File: src/hw/xm_types_pkg.sv
/*
 * Data and address types for the host register interface.
 * Shared by the memory channels and the bus read path.
 */
`default_nettype none

package xm_types_pkg;

    localparam int WORD_W = 16;                // register and memory word width

    typedef logic [7:0]        byte_t;         // one host bus byte
    typedef logic [WORD_W-1:0] word_t;         // register or memory data word
    typedef logic [WORD_W-1:0] addr_t;         // memory address
    typedef logic [3:0]        wrmask_t;       // vram nibble write mask

    // register word written by byte and read as a word
    typedef union packed {
        word_t w;
        struct packed {
            byte_t hi;                         // even byte, bytesel 0
            byte_t lo;                         // odd byte, bytesel 1
        } b;
    } reg_word_u;

endpackage

`default_nettype wire

File: src/hw/xm_regmap_pkg.sv
/*
 * Register map of the host register interface.
 * Register numbers, status word bit positions and reset values.
 */
`default_nettype none

package xm_regmap_pkg;

    typedef logic [3:0] reg_num_t;

    localparam reg_num_t XM_SYS_CTRL = 4'h0;   // status and write mask
    localparam reg_num_t XM_INT_CTRL = 4'h1;   // reads as zero
    localparam reg_num_t XM_TIMER    = 4'h2;   // reads as zero
    localparam reg_num_t XM_RD_XADDR = 4'h3;
    localparam reg_num_t XM_WR_XADDR = 4'h4;
    localparam reg_num_t XM_XDATA    = 4'h5;
    localparam reg_num_t XM_RD_INCR  = 4'h6;
    localparam reg_num_t XM_RD_ADDR  = 4'h7;
    localparam reg_num_t XM_WR_INCR  = 4'h8;
    localparam reg_num_t XM_WR_ADDR  = 4'h9;
    localparam reg_num_t XM_DATA     = 4'hA;
    localparam reg_num_t XM_DATA_2   = 4'hB;

    // status word bits with the write mask in bits 3:0
    localparam int STAT_MEM_WAIT = 15;
    localparam int STAT_HBLANK   = 11;
    localparam int STAT_VBLANK   = 10;

    localparam logic [3:0] WRMASK_RESET = 4'hF;

endpackage

`default_nettype wire

File: src/hw/bus_strobe_sync.sv
/*
 * Host bus synchronizer.
 * Samples the asynchronous chip select, detects its falling edge and
 * issues one read or write strobe per access with the latched bus fields.
 */
`timescale 1ns/10ps
`default_nettype none

module bus_strobe_sync (
    input  wire logic                    clk,
    input  wire logic                    reset_i,
    input  wire logic                    cs_n_i,
    input  wire logic                    rd_nwr_i,       // 1 = read
    input  wire xm_regmap_pkg::reg_num_t reg_num_i,
    input  wire logic                    bytesel_i,
    input  wire xm_types_pkg::byte_t     data_i,
    output      logic                    write_strobe_o,
    output      logic                    read_strobe_o,
    output      xm_regmap_pkg::reg_num_t reg_num_o,
    output      logic                    bytesel_o,
    output      xm_types_pkg::byte_t     data_o
);

    logic cs_meta;                          // first sync stage
    logic cs_sync;                          // second sync stage
    logic cs_prev;                          // for edge detect
    logic cs_fall;

    assign cs_fall = cs_prev & ~cs_sync;

    always_ff @(posedge clk) begin
        if (reset_i) begin
            cs_meta        <= 1'b1;
            cs_sync        <= 1'b1;
            cs_prev        <= 1'b1;
            write_strobe_o <= 1'b0;
            read_strobe_o  <= 1'b0;
        end else begin
            cs_meta        <= cs_n_i;
            cs_sync        <= cs_meta;
            cs_prev        <= cs_sync;
            write_strobe_o <= cs_fall & ~rd_nwr_i;
            read_strobe_o  <= cs_fall & rd_nwr_i;
        end
    end

    // bus fields are stable by the time the edge is seen
    always_ff @(posedge clk) begin
        if (cs_fall) begin
            reg_num_o <= reg_num_i;
            bytesel_o <= bytesel_i;
            data_o    <= data_i;
        end
    end

    // host keeps the bus fields steady while chip select stays low
    bus_held_while_cs: assert property (@(posedge clk) disable iff (reset_i)
        !cs_n_i && !$past(cs_n_i) |-> $stable({rd_nwr_i, reg_num_i, bytesel_i, data_i}));

endmodule

`default_nettype wire

File: src/hw/vram_channel.sv
/*
 * VRAM channel.
 * Holds the VRAM address, increment, data and write mask registers,
 * issues write and pre-read requests and steps the addresses on ack.
 */
`timescale 1ns/10ps
`default_nettype none

module vram_channel (
    input  wire logic                    clk,
    input  wire logic                    reset_i,
    input  wire logic                    write_strobe_i,
    input  wire logic                    read_strobe_i,
    input  wire xm_regmap_pkg::reg_num_t reg_num_i,
    input  wire logic                    bytesel_i,
    input  wire xm_types_pkg::byte_t     data_i,
    input  wire logic                    vram_ack_i,
    input  wire xm_types_pkg::word_t     vram_data_i,
    output      logic                    vram_sel_o,
    output      logic                    vram_wr_o,
    output      xm_types_pkg::addr_t     vram_addr_o,
    output      xm_types_pkg::word_t     vram_data_o,
    output      xm_types_pkg::wrmask_t   vram_wrmask_o,
    output      xm_types_pkg::reg_word_u rd_incr_o,
    output      xm_types_pkg::reg_word_u rd_addr_o,
    output      xm_types_pkg::reg_word_u wr_incr_o,
    output      xm_types_pkg::reg_word_u wr_addr_o,
    output      xm_types_pkg::word_t     data_o,
    output      logic                    busy_o
);

    import xm_types_pkg::*;
    import xm_regmap_pkg::*;

    byte_t data_even;                       // held even byte of DATA
    logic  data_reg;                        // DATA or DATA_2 addressed

    assign data_reg = (reg_num_i == XM_DATA) || (reg_num_i == XM_DATA_2);
    assign busy_o   = vram_sel_o;           // read or write outstanding

    always_ff @(posedge clk) begin
        if (reset_i) begin
            vram_sel_o    <= 1'b0;
            vram_wr_o     <= 1'b0;
            vram_addr_o   <= '0;
            vram_wrmask_o <= WRMASK_RESET;
            rd_incr_o     <= '0;
            rd_addr_o     <= '0;
            wr_incr_o     <= '0;
            wr_addr_o     <= '0;
            data_o        <= '0;
        end else begin
            if (vram_ack_i) begin
                if (vram_wr_o) begin
                    wr_addr_o.w <= wr_addr_o.w + wr_incr_o.w;
                end else begin
                    data_o      <= vram_data_i;        // pre-read result
                    rd_addr_o.w <= rd_addr_o.w + rd_incr_o.w;
                end
                vram_sel_o <= 1'b0;
                vram_wr_o  <= 1'b0;
            end

            if (write_strobe_i) begin
                case (reg_num_i)
                    XM_SYS_CTRL: if (bytesel_i) vram_wrmask_o <= data_i[3:0];
                    XM_RD_INCR:  if (bytesel_i) rd_incr_o.b.lo <= data_i;
                                 else           rd_incr_o.b.hi <= data_i;
                    XM_WR_INCR:  if (bytesel_i) wr_incr_o.b.lo <= data_i;
                                 else           wr_incr_o.b.hi <= data_i;
                    XM_WR_ADDR:  if (bytesel_i) wr_addr_o.b.lo <= data_i;
                                 else           wr_addr_o.b.hi <= data_i;
                    XM_RD_ADDR: begin
                        if (bytesel_i) begin
                            rd_addr_o.b.lo <= data_i;
                            vram_sel_o     <= 1'b1;
                            vram_wr_o      <= 1'b0;
                            vram_addr_o    <= {rd_addr_o.b.hi, data_i};
                        end else begin
                            rd_addr_o.b.hi <= data_i;
                        end
                    end
                    XM_DATA, XM_DATA_2: begin
                        if (bytesel_i) begin
                            vram_sel_o  <= 1'b1;       // replaces any pending request
                            vram_wr_o   <= 1'b1;
                            vram_addr_o <= wr_addr_o.w;
                        end
                    end
                    default: ;
                endcase
            end

            // odd byte of DATA read starts the next fetch
            if (read_strobe_i && bytesel_i && data_reg) begin
                vram_sel_o  <= 1'b1;
                vram_wr_o   <= 1'b0;
                vram_addr_o <= rd_addr_o.w;
            end
        end
    end

    always_ff @(posedge clk) begin
        if (write_strobe_i && data_reg) begin
            if (bytesel_i) begin
                vram_data_o <= {data_even, data_i};
            end else begin
                data_even   <= data_i;
            end
        end
    end

    ack_while_sel: assert property (@(posedge clk) disable iff (reset_i)
        vram_ack_i |-> vram_sel_o);
    ack_one_cycle: assert property (@(posedge clk) disable iff (reset_i)
        vram_ack_i |=> !vram_ack_i);

endmodule

`default_nettype wire

File: src/hw/xr_channel.sv
/*
 * XR channel.
 * Holds the XR read and write addresses and the XDATA latch, issues
 * write and pre-read requests and steps both addresses by one on ack.
 */
`timescale 1ns/10ps
`default_nettype none

module xr_channel (
    input  wire logic                    clk,
    input  wire logic                    reset_i,
    input  wire logic                    write_strobe_i,
    input  wire logic                    read_strobe_i,
    input  wire xm_regmap_pkg::reg_num_t reg_num_i,
    input  wire logic                    bytesel_i,
    input  wire xm_types_pkg::byte_t     data_i,
    input  wire logic                    xr_ack_i,
    input  wire xm_types_pkg::word_t     xr_data_i,
    output      logic                    xr_sel_o,
    output      logic                    xr_wr_o,
    output      xm_types_pkg::addr_t     xr_addr_o,
    output      xm_types_pkg::word_t     xr_data_o,
    output      xm_types_pkg::reg_word_u rd_xaddr_o,
    output      xm_types_pkg::reg_word_u wr_xaddr_o,
    output      xm_types_pkg::word_t     xdata_o,
    output      logic                    busy_o
);

    import xm_types_pkg::*;
    import xm_regmap_pkg::*;

    byte_t xdata_even;                      // held even byte of XDATA

    assign busy_o = xr_sel_o;

    always_ff @(posedge clk) begin
        if (reset_i) begin
            xr_sel_o   <= 1'b0;
            xr_wr_o    <= 1'b0;
            xr_addr_o  <= '0;
            rd_xaddr_o <= '0;
            wr_xaddr_o <= '0;
            xdata_o    <= '0;
        end else begin
            if (xr_ack_i) begin
                if (xr_wr_o) begin
                    wr_xaddr_o.w <= wr_xaddr_o.w + 1'b1;
                end else begin
                    xdata_o      <= xr_data_i;
                    rd_xaddr_o.w <= rd_xaddr_o.w + 1'b1;
                end
                xr_sel_o <= 1'b0;
                xr_wr_o  <= 1'b0;
            end

            if (write_strobe_i) begin
                case (reg_num_i)
                    XM_RD_XADDR: begin
                        if (bytesel_i) begin
                            rd_xaddr_o.b.lo <= data_i;
                            xr_sel_o        <= 1'b1;   // pre-read at new address
                            xr_wr_o         <= 1'b0;
                            xr_addr_o       <= {rd_xaddr_o.b.hi, data_i};
                        end else begin
                            rd_xaddr_o.b.hi <= data_i;
                        end
                    end
                    XM_WR_XADDR: if (bytesel_i) wr_xaddr_o.b.lo <= data_i;
                                 else           wr_xaddr_o.b.hi <= data_i;
                    XM_XDATA: begin
                        if (bytesel_i) begin
                            xr_sel_o  <= 1'b1;
                            xr_wr_o   <= 1'b1;
                            xr_addr_o <= wr_xaddr_o.w;
                        end
                    end
                    default: ;
                endcase
            end

            if (read_strobe_i && bytesel_i && reg_num_i == XM_XDATA) begin
                xr_sel_o  <= 1'b1;
                xr_wr_o   <= 1'b0;
                xr_addr_o <= rd_xaddr_o.w;
            end
        end
    end

    always_ff @(posedge clk) begin
        if (write_strobe_i && reg_num_i == XM_XDATA) begin
            if (bytesel_i) begin
                xr_data_o  <= {xdata_even, data_i};
            end else begin
                xdata_even <= data_i;
            end
        end
    end

    ack_while_sel: assert property (@(posedge clk) disable iff (reset_i)
        xr_ack_i |-> xr_sel_o);

endmodule

`default_nettype wire

File: src/hw/reg_read_mux.sv
/*
 * Bus read multiplexer.
 * Builds the status word and returns the addressed byte of the selected
 * register word to the host.
 */
`timescale 1ns/10ps
`default_nettype none

module reg_read_mux (
    input  wire xm_regmap_pkg::reg_num_t reg_num_i,
    input  wire logic                    bytesel_i,
    input  wire logic                    h_blank_i,
    input  wire logic                    v_blank_i,
    input  wire logic                    vram_busy_i,
    input  wire logic                    xr_busy_i,
    input  wire xm_types_pkg::wrmask_t   vram_wrmask_i,
    input  wire xm_types_pkg::reg_word_u rd_incr_i,
    input  wire xm_types_pkg::reg_word_u rd_addr_i,
    input  wire xm_types_pkg::reg_word_u wr_incr_i,
    input  wire xm_types_pkg::reg_word_u wr_addr_i,
    input  wire xm_types_pkg::word_t     data_i,
    input  wire xm_types_pkg::reg_word_u rd_xaddr_i,
    input  wire xm_types_pkg::reg_word_u wr_xaddr_i,
    input  wire xm_types_pkg::word_t     xdata_i,
    output      xm_types_pkg::byte_t     bus_data_o
);

    import xm_types_pkg::*;
    import xm_regmap_pkg::*;

    word_t     status;
    reg_word_u rd_word;

    always_comb begin
        status                = '0;
        status[STAT_MEM_WAIT] = vram_busy_i | xr_busy_i;
        status[STAT_HBLANK]   = h_blank_i;
        status[STAT_VBLANK]   = v_blank_i;
        status[3:0]           = vram_wrmask_i;
    end

    always_comb begin
        case (reg_num_i)
            XM_SYS_CTRL:        rd_word.w = status;
            XM_INT_CTRL,
            XM_TIMER:           rd_word.w = '0;
            XM_RD_XADDR:        rd_word   = rd_xaddr_i;
            XM_WR_XADDR:        rd_word   = wr_xaddr_i;
            XM_XDATA:           rd_word.w = xdata_i;
            XM_RD_INCR:         rd_word   = rd_incr_i;
            XM_RD_ADDR:         rd_word   = rd_addr_i;
            XM_WR_INCR:         rd_word   = wr_incr_i;
            XM_WR_ADDR:         rd_word   = wr_addr_i;
            XM_DATA, XM_DATA_2: rd_word.w = data_i;
            default:            rd_word.w = '0;   // 0xC to 0xF
        endcase
    end

    assign bus_data_o = bytesel_i ? rd_word.b.lo : rd_word.b.hi;

endmodule

`default_nettype wire

File: src/hw/xm_reg_interface.sv
/*
 * Host register interface of the video controller.
 * Connects the bus synchronizer, the VRAM and XR channels and the
 * bus read multiplexer.
 */
`timescale 1ns/10ps
`default_nettype none

module xm_reg_interface (
    input  wire logic                    clk,
    input  wire logic                    reset_i,
    input  wire logic                    cs_n_i,
    input  wire logic                    rd_nwr_i,
    input  wire xm_regmap_pkg::reg_num_t reg_num_i,
    input  wire logic                    bytesel_i,
    input  wire xm_types_pkg::byte_t     bus_data_i,
    output      xm_types_pkg::byte_t     bus_data_o,
    input  wire logic                    h_blank_i,
    input  wire logic                    v_blank_i,
    input  wire logic                    vram_ack_i,
    input  wire xm_types_pkg::word_t     vram_data_i,
    output      logic                    vram_sel_o,
    output      logic                    vram_wr_o,
    output      xm_types_pkg::addr_t     vram_addr_o,
    output      xm_types_pkg::word_t     vram_data_o,
    output      xm_types_pkg::wrmask_t   vram_wrmask_o,
    input  wire logic                    xr_ack_i,
    input  wire xm_types_pkg::word_t     xr_data_i,
    output      logic                    xr_sel_o,
    output      logic                    xr_wr_o,
    output      xm_types_pkg::addr_t     xr_addr_o,
    output      xm_types_pkg::word_t     xr_data_o
);

    import xm_types_pkg::*;
    import xm_regmap_pkg::*;

    logic      write_strobe;
    logic      read_strobe;
    reg_num_t  reg_num;
    logic      bytesel;
    byte_t     data_byte;

    reg_word_u rd_incr, rd_addr, wr_incr, wr_addr;
    reg_word_u rd_xaddr, wr_xaddr;
    word_t     vram_word, xdata;
    logic      vram_busy, xr_busy;

    bus_strobe_sync u_sync (
        .clk            (clk),
        .reset_i        (reset_i),
        .cs_n_i         (cs_n_i),
        .rd_nwr_i       (rd_nwr_i),
        .reg_num_i      (reg_num_i),
        .bytesel_i      (bytesel_i),
        .data_i         (bus_data_i),
        .write_strobe_o (write_strobe),
        .read_strobe_o  (read_strobe),
        .reg_num_o      (reg_num),
        .bytesel_o      (bytesel),
        .data_o         (data_byte)
    );

    vram_channel u_vram (
        .clk            (clk),
        .reset_i        (reset_i),
        .write_strobe_i (write_strobe),
        .read_strobe_i  (read_strobe),
        .reg_num_i      (reg_num),
        .bytesel_i      (bytesel),
        .data_i         (data_byte),
        .vram_ack_i     (vram_ack_i),
        .vram_data_i    (vram_data_i),
        .vram_sel_o     (vram_sel_o),
        .vram_wr_o      (vram_wr_o),
        .vram_addr_o    (vram_addr_o),
        .vram_data_o    (vram_data_o),
        .vram_wrmask_o  (vram_wrmask_o),
        .rd_incr_o      (rd_incr),
        .rd_addr_o      (rd_addr),
        .wr_incr_o      (wr_incr),
        .wr_addr_o      (wr_addr),
        .data_o         (vram_word),
        .busy_o         (vram_busy)
    );

    xr_channel u_xr (
        .clk            (clk),
        .reset_i        (reset_i),
        .write_strobe_i (write_strobe),
        .read_strobe_i  (read_strobe),
        .reg_num_i      (reg_num),
        .bytesel_i      (bytesel),
        .data_i         (data_byte),
        .xr_ack_i       (xr_ack_i),
        .xr_data_i      (xr_data_i),
        .xr_sel_o       (xr_sel_o),
        .xr_wr_o        (xr_wr_o),
        .xr_addr_o      (xr_addr_o),
        .xr_data_o      (xr_data_o),
        .rd_xaddr_o     (rd_xaddr),
        .wr_xaddr_o     (wr_xaddr),
        .xdata_o        (xdata),
        .busy_o         (xr_busy)
    );

    reg_read_mux u_rd_mux (
        .reg_num_i      (reg_num),
        .bytesel_i      (bytesel),
        .h_blank_i      (h_blank_i),
        .v_blank_i      (v_blank_i),
        .vram_busy_i    (vram_busy),
        .xr_busy_i      (xr_busy),
        .vram_wrmask_i  (vram_wrmask_o),
        .rd_incr_i      (rd_incr),
        .rd_addr_i      (rd_addr),
        .wr_incr_i      (wr_incr),
        .wr_addr_i      (wr_addr),
        .data_i         (vram_word),
        .rd_xaddr_i     (rd_xaddr),
        .wr_xaddr_i     (wr_xaddr),
        .xdata_i        (xdata),
        .bus_data_o     (bus_data_o)
    );

endmodule

`default_nettype wire

File: config.mk
export PLATFORM = sky130hd
export DESIGN_NAME = xm_reg_interface
export DESIGN_NICKNAME = d
export VERILOG_FILES = /design/src/hw/xm_types_pkg.sv /design/src/hw/xm_regmap_pkg.sv /design/src/hw/bus_strobe_sync.sv /design/src/hw/vram_channel.sv /design/src/hw/xr_channel.sv /design/src/hw/reg_read_mux.sv /design/src/hw/xm_reg_interface.sv
export SDC_FILE = /design/constraint.sdc
export NUM_CORES = 1
export LEC_CHECK = 0
export BUFFER_PORTS_ARGS = -buffer_cell sky130_fd_sc_hd__buf_2
export CORE_UTILIZATION = 50
export CTS_BUF_LIST = sky130_fd_sc_hd__clkbuf_8
export DETAILED_ROUTE_END_ITERATION = 6
export GPL_TIMING_DRIVEN = 0
export PLACE_DENSITY = 0.76
export SYNTH_ARGS = -nofsm -noshare
export SYNTH_HDL_FRONTEND = slang
export SYNTH_SLANG_ARGS = --single-unit
File: constraint.sdc
create_clock -name clk -period 4 [get_ports clk]
set_input_delay 0.2 -clock clk [delete_from_list [all_inputs] [get_ports clk]]
set_output_delay 0.2 -clock clk [all_outputs]
set_load 0.05 [all_outputs]
Word-level counts from Yosys, hierarchy flattened
Cells that the tools add are included.
{"block": "word_totals", "regBits": 234, "latch_bits": 0, "ram_bits": 0, "romBits": 0, "output_inout_bits": 80, "mem_count": 0}
{"block": "op_classes", "add_sub_neg": 4, "multipliers": 0, "div_mod_pow": 0, "magnitude_cmp": 0, "eq_ne": 13, "n_shift": 0, "muxes": 56, "bitwise": 9, "reduce_logical": 29}
{"operator": "$mux W16", "count": 24}
{"operator": "$pmux W16 S9", "count": 1}
{"operator": "$mux W8", "count": 9}
{"operator": "$pmux W16 S2", "count": 2}
{"operator": "$add A16 B1 Y16 const B", "count": 2}
{"operator": "$add A16 B16 Y16", "count": 2}
{"operator": "$mux W1", "count": 18}
{"operator": "$eq A4 B3 Y1 const B", "count": 4}
{"operator": "$eq A4 B4 Y1 const B", "count": 4}
{"operator": "$reduce_and A3 Y1", "count": 5}
{"operator": "$ne A3 B3 Y1 const B", "count": 4}
{"operator": "$reduce_and A2 Y1", "count": 6}
{"operator": "$reduce_and A4 Y1", "count": 2}
{"operator": "$reduce_or A2 Y1", "count": 4}
{"operator": "$reduce_bool A3 Y1", "count": 2}
{"operator": "$logic_and A1 B1 Y1", "count": 5}
{"operator": "$not A1 Y1", "count": 5}
{"operator": "$eq A4 B2 Y1 const B", "count": 1}
{"operator": "$logic_not A4 Y1", "count": 1}
{"operator": "$pmux W1 S2", "count": 2}
{"operator": "$reduce_bool A2 Y1", "count": 2}
{"operator": "$and A1 B1 Y1", "count": 3}
{"operator": "$reduce_or A3 Y1", "count": 1}
{"operator": "$logic_or A1 B1 Y1", "count": 1}
{"operator": "$or A1 B1 Y1", "count": 1}

Depth between registers and ports, before layout
{"block": "logic_depth", "word_depth": 6, "ltp_mapped": 9}

Hierarchy
From an unflattened synthesis, not the netlist that was laid out.
{"block": "unflattened", "hier_cells": 1356, "hier_area_um2": 12149.2}
{"module": "vram_channel", "instances": 1, "cells_each": 706, "area_per_inst_um2": 6252.2, "seq_area_each_um2": 2762.6}
{"module": "xr_channel", "instances": 1, "cells_each": 430, "area_per_inst_um2": 3943.8, "seq_area_each_um2": 2042.0}
{"module": "reg_read_mux", "instances": 1, "cells_each": 196, "area_per_inst_um2": 1410.1, "seq_area_each_um2": 0.0}
{"module": "bus_strobe_sync", "instances": 1, "cells_each": 24, "area_per_inst_um2": 543.0, "seq_area_each_um2": 490.5}

Least setup slack after synthesis
No wires, ideal clock.
{"block": "synth_path", "path_type": "register -> output", "startpoint": "register u_sync.reg_num_o[3]", "endpoint": "output port bus_data_o[4]", "arrival_time_ns": 2.615, "required_time_ns": 3.800, "slack_ns": 1.185, "stages_incl_launch_ff": 7, "n_path_buf": 2, "path_cell_list": "edfxtp_1 -> nand2b_1 -> nor3b_1 -> clkbuf_1 -> buf_2 -> a221oi_1 -> a31oi_1"}
{"block": "synth_via", "elab_chain_cells": 4}
{"item": "start: declaration", "line": "bus_strobe_sync.sv:19", "rtl": "output xm_regmap_pkg::reg_num_t reg_num_o,"}
{"item": "start signal: assignment", "line": "bus_strobe_sync.sv:50", "rtl": "reg_num_o <= reg_num_i;"}
{"item": "$eq A4 B4 Y1", "line": "reg_read_mux.sv:43", "rtl": "case (reg_num_i)"}
{"item": "$reduce_or A2 Y1", "line": "reg_read_mux.sv:43"}
{"item": "$pmux W16 S9 (*)", "line": "reg_read_mux.sv:43"}
{"item": "$mux W8 (*)", "line": "reg_read_mux.sv:59", "rtl": "assign bus_data_o = bytesel_i ? rd_word.b.lo : rd_word.b.hi;"}
{"item": "end: declaration", "line": "xm_reg_interface.sv:17", "rtl": "output xm_types_pkg::byte_t bus_data_o,"}
Mark *: on every way between the ends. The rest lies on a longest branch, timed or not.

Final worst setup path
{"block": "layout_path", "startpoint": "register u_sync.reg_num_o[3]", "endpoint": "output port bus_data_o[1]"}
The elaborated chain is that of the path after synthesis.

==> run metrics <==
final std cells w/o fill=1821; sum of negative setup slack=0 ns; Synth Register Bits=234; Worst EP arrival=roughly 3.7 ns; antenna violations before repair=0; XOR/XNOR Fraction of Synth Area=between 3 and 4%; CP endpoint kind=output pin; family with the most delay on the worst path=buffers and inverters; HPWL after DPL=just under 30000 um; Async S/R FF share, synth=0%; Final Hold Viols=0; # Post-CTS Setup Buffers=0; Synth Area in Adders=3.86%; average size of a mapped cell=8.83 um^2; fmax=254 MHz; die area=around 23000 um^2; # rows=54; Compound-Gate Fraction of Synth Area=a little over a fifth; PD cells=353 nW/um^2; final worst path period share=98.3%; Core ar.=22100 um^2; I/O pin cnt=around 130; TritonCTS Buffers=40; post-synthesis cell count=1291; Antenna Diode Count=0; grt ovf=0; vias in the first global route=10900; Mapped Nets=1378; Min-Delay Path Class=in -> reg; share of layout cells above drive strength 1=14.9%; Die H=153 um; placed insts=1705; slew margin rel.=9.25%; Synth Cell Area=approximately 11000 um^2; GR Util All Layers=a little over a third; Max Fanout on Critical Path=10; startpoint types=flip-flop; TritonRoute pass-1 iters=7; clock skew=0.0274 ns; Routed Wire Length=42300 um; Clock transition at path regs=0.06 ns; Buf/Inv on CP=3; count of pins over their slew limit=0; Lkg Pwr=about 5.2 nW; NumNets Final=1603; post-synthesis mux area share=approximately 2.2%; initial DRC count=1673; first-pass GRT wire length=63800 um; setup ws final=0.0682 ns; clk_lat worst skew=0.55 ns; DIE WIDTH=153 um; pin count of the biggest net entering global routing=17; setup slack at placement=roughly 0.53 ns; slowest stage cell, crit path=clkbuf_1; gpl congestion=1.04; Post-synth top flop=dfxtp_1; Slew @ Worst Pin=1.36 ns; largest family of logic cells by synthesized area=compound AO/OA/AOI/OAI gates; port buffer count=between 100 and 150; CP required=3.80 ns; Clock Sinks=234; synth-to-layout area growth=20.2%; routed len/inst=roughly 23 um; CTS tree=yes; Vias/cell=6.43; maximum vdd drop=0.247 mV; Yosys cell types=71; leading cell type in the layout, fill and taps excluded=nand2_1; H-Tree Depth=2; violated checks=DRC; Clock Path Buffers=3; cell area after layout=between 10000 and 15000 um^2; max-cap viol count=0; Final setup viols=0; CTS Root Cell=clkbuf_8; placed cell area=12500 um^2; status=finished with violations; critical-path cell list=nand2b_1 > nor2_1 > clkbuf_1 > clkbuf_1 > a222oi_1 > a31oi_1 > buf_2; most frequent cells in the layout=nand2_1, dfxtp_1, buf_2; Final Critical Period=3.93 ns; Filler cells=1882; EDFF count, synth=61; CP dominant cell by count=clkbuf_1; register area share after synthesis=46.4%; critical path type=reg -> out; unrepaired setup endpoints after global routing=no; Starting Density=51.6%; simple-gate share of the synthesized area=19.8%; Antenna Nets Post-Route=0; total number of vias=11700; number of warnings issued by yosys=0; DRC Markers=2; slowest stage delay, CP=0.56 ns
path summary, 6_finish.rpt:
kind,end,slack [ns],start,cells past startpoint
worst min register to register,u_sync.cs_sync,0.41,u_sync.cs_meta,1
worst max-delay path,bus_data_o[1],0.07,u_sync.reg_num_o[3],7
worst max register to register,u_vram.rd_addr_o[14],0.91,u_vram.rd_incr_o[0],8
worst min-delay path,u_vram.busy_o,0.05,vram_ack_i,3
layer usage:
metal  GRT usage (%)  vias up  wire length, um
met3            7.85      212             4920
met4            21.5        0             2870
met1            45.8     5460            16500
li1                -     5192                -
met2            55.0      847            18000
met5               0        -                0
logic make-up after synthesis:
logic type / after synthesis
simple gates: 512
buf+inv: 90
xor+xnor: 44
mux: 25
flops: 234
compound gates: 352
fa+ha+maj: 34
cells in the mapped netlist (8+ instances only):
| cell type | instances | area share, % |
|---|---|---|
| xor2_1 | 28 | 2.2 |
| edfxtp_1 | 61 | 16 |
| a311oi_1 | 43 | 3.3 |
| dfxtp_1 | 173 | 30 |
| a222oi_1 | 10 | 0.88 |
| o21ai_0 | 30 | 1.3 |
| and3_1 | 15 | 0.82 |
| nand2b_1 | 10 | 0.55 |
| a221oi_1 | 18 | 1.4 |
| a31oi_1 | 13 | 0.71 |
| nand3_1 | 53 | 2.3 |
| nor2_1 | 127 | 4.2 |
| nor3_1 | 14 | 0.61 |
| a21o_1 | 8 | 0.53 |
| mux2i_1 | 24 | 2.1 |
| a211oi_1 | 52 | 3.4 |
| a22oi_1 | 11 | 0.72 |
| a22o_1 | 13 | 1.0 |
| nor2b_1 | 10 | 0.55 |
| clkbuf_1 | 72 | 2.4 |
| xnor2_1 | 16 | 1.2 |
| ha_1 | 32 | 3.5 |
| nand2_1 | 233 | 7.7 |
| nand4_1 | 9 | 0.49 |
| a21oi_1 | 125 | 5.5 |
state kept, by name (all words and copies together) (netlist names), 4 cells and up:
| signal | cells |
|---|---|
| u_vram.rd_incr_o | 16 |
| u_vram.data_even | 8 |
| u_xr.wr_xaddr_o | 16 |
| u_vram.vram_data_o | 16 |
| u_xr.xdata_o | 16 |
| u_xr.xr_data_o | 16 |
| u_vram.rd_addr_o | 16 |
| u_xr.rd_xaddr_o | 16 |
| u_vram.vram_wrmask_o | 4 |
| u_vram.wr_incr_o | 16 |
| u_xr.xr_addr_o | 16 |
| u_vram.wr_addr_o | 16 |
| u_sync.reg_num_o | 4 |
| u_sync.data_o | 8 |
| u_vram.data_o | 16 |
| u_xr.xdata_even | 8 |
| u_vram.vram_addr_o | 16 |
tightest hold or removal path: stages:
cell	delay [ns]
buf_2	0.15
nand2b_1	0.12
a21oi_1	0.06
layout make-up:
class	instances	area, um^2	area share [%]
multi-input combinational	967	5760	42.1
buffer	84	352	2.57
sequential	234	5300	38.6
timing repair buffer	183	1170	8.53
clock buffer	45	619	4.52
clock inverter	22	131	0.959
inverter	6	22.5	0.164
tap	280	350	2.56
timing repair:
action	4_1_cts	5_1_grt
endpoints found under the hold margin	49	0
gates resized for setup	1	3
pin swaps	0	0
endpoints found under the setup margin	2	5
hold buffers	48	0
metrics by stage:
| stage | util [%] | power, mW | hold WS (ns) |
|---|---|---|---|
| after floorplan | - | 2.65 | 0.276 |
| after detailed placement | 56.4 | 2.76 | 0.378 |
| after global placement | 56.2 | 2.76 | 0.381 |
| final | 62.0 | 4.84 | 0.0545 |
| after global routing | 62.0 | 4.98 | 0.0602 |
| after CTS | 62.0 | 4.83 | 0.0398 |
where the power goes:
part / switching [mW] / internal, mW
sequential: 0.0383 / 2.45
clock: 0.982 / 1.10
combinational: 0.175 / 0.0974
No activity file was read; power rests on OpenSTA's default activity.
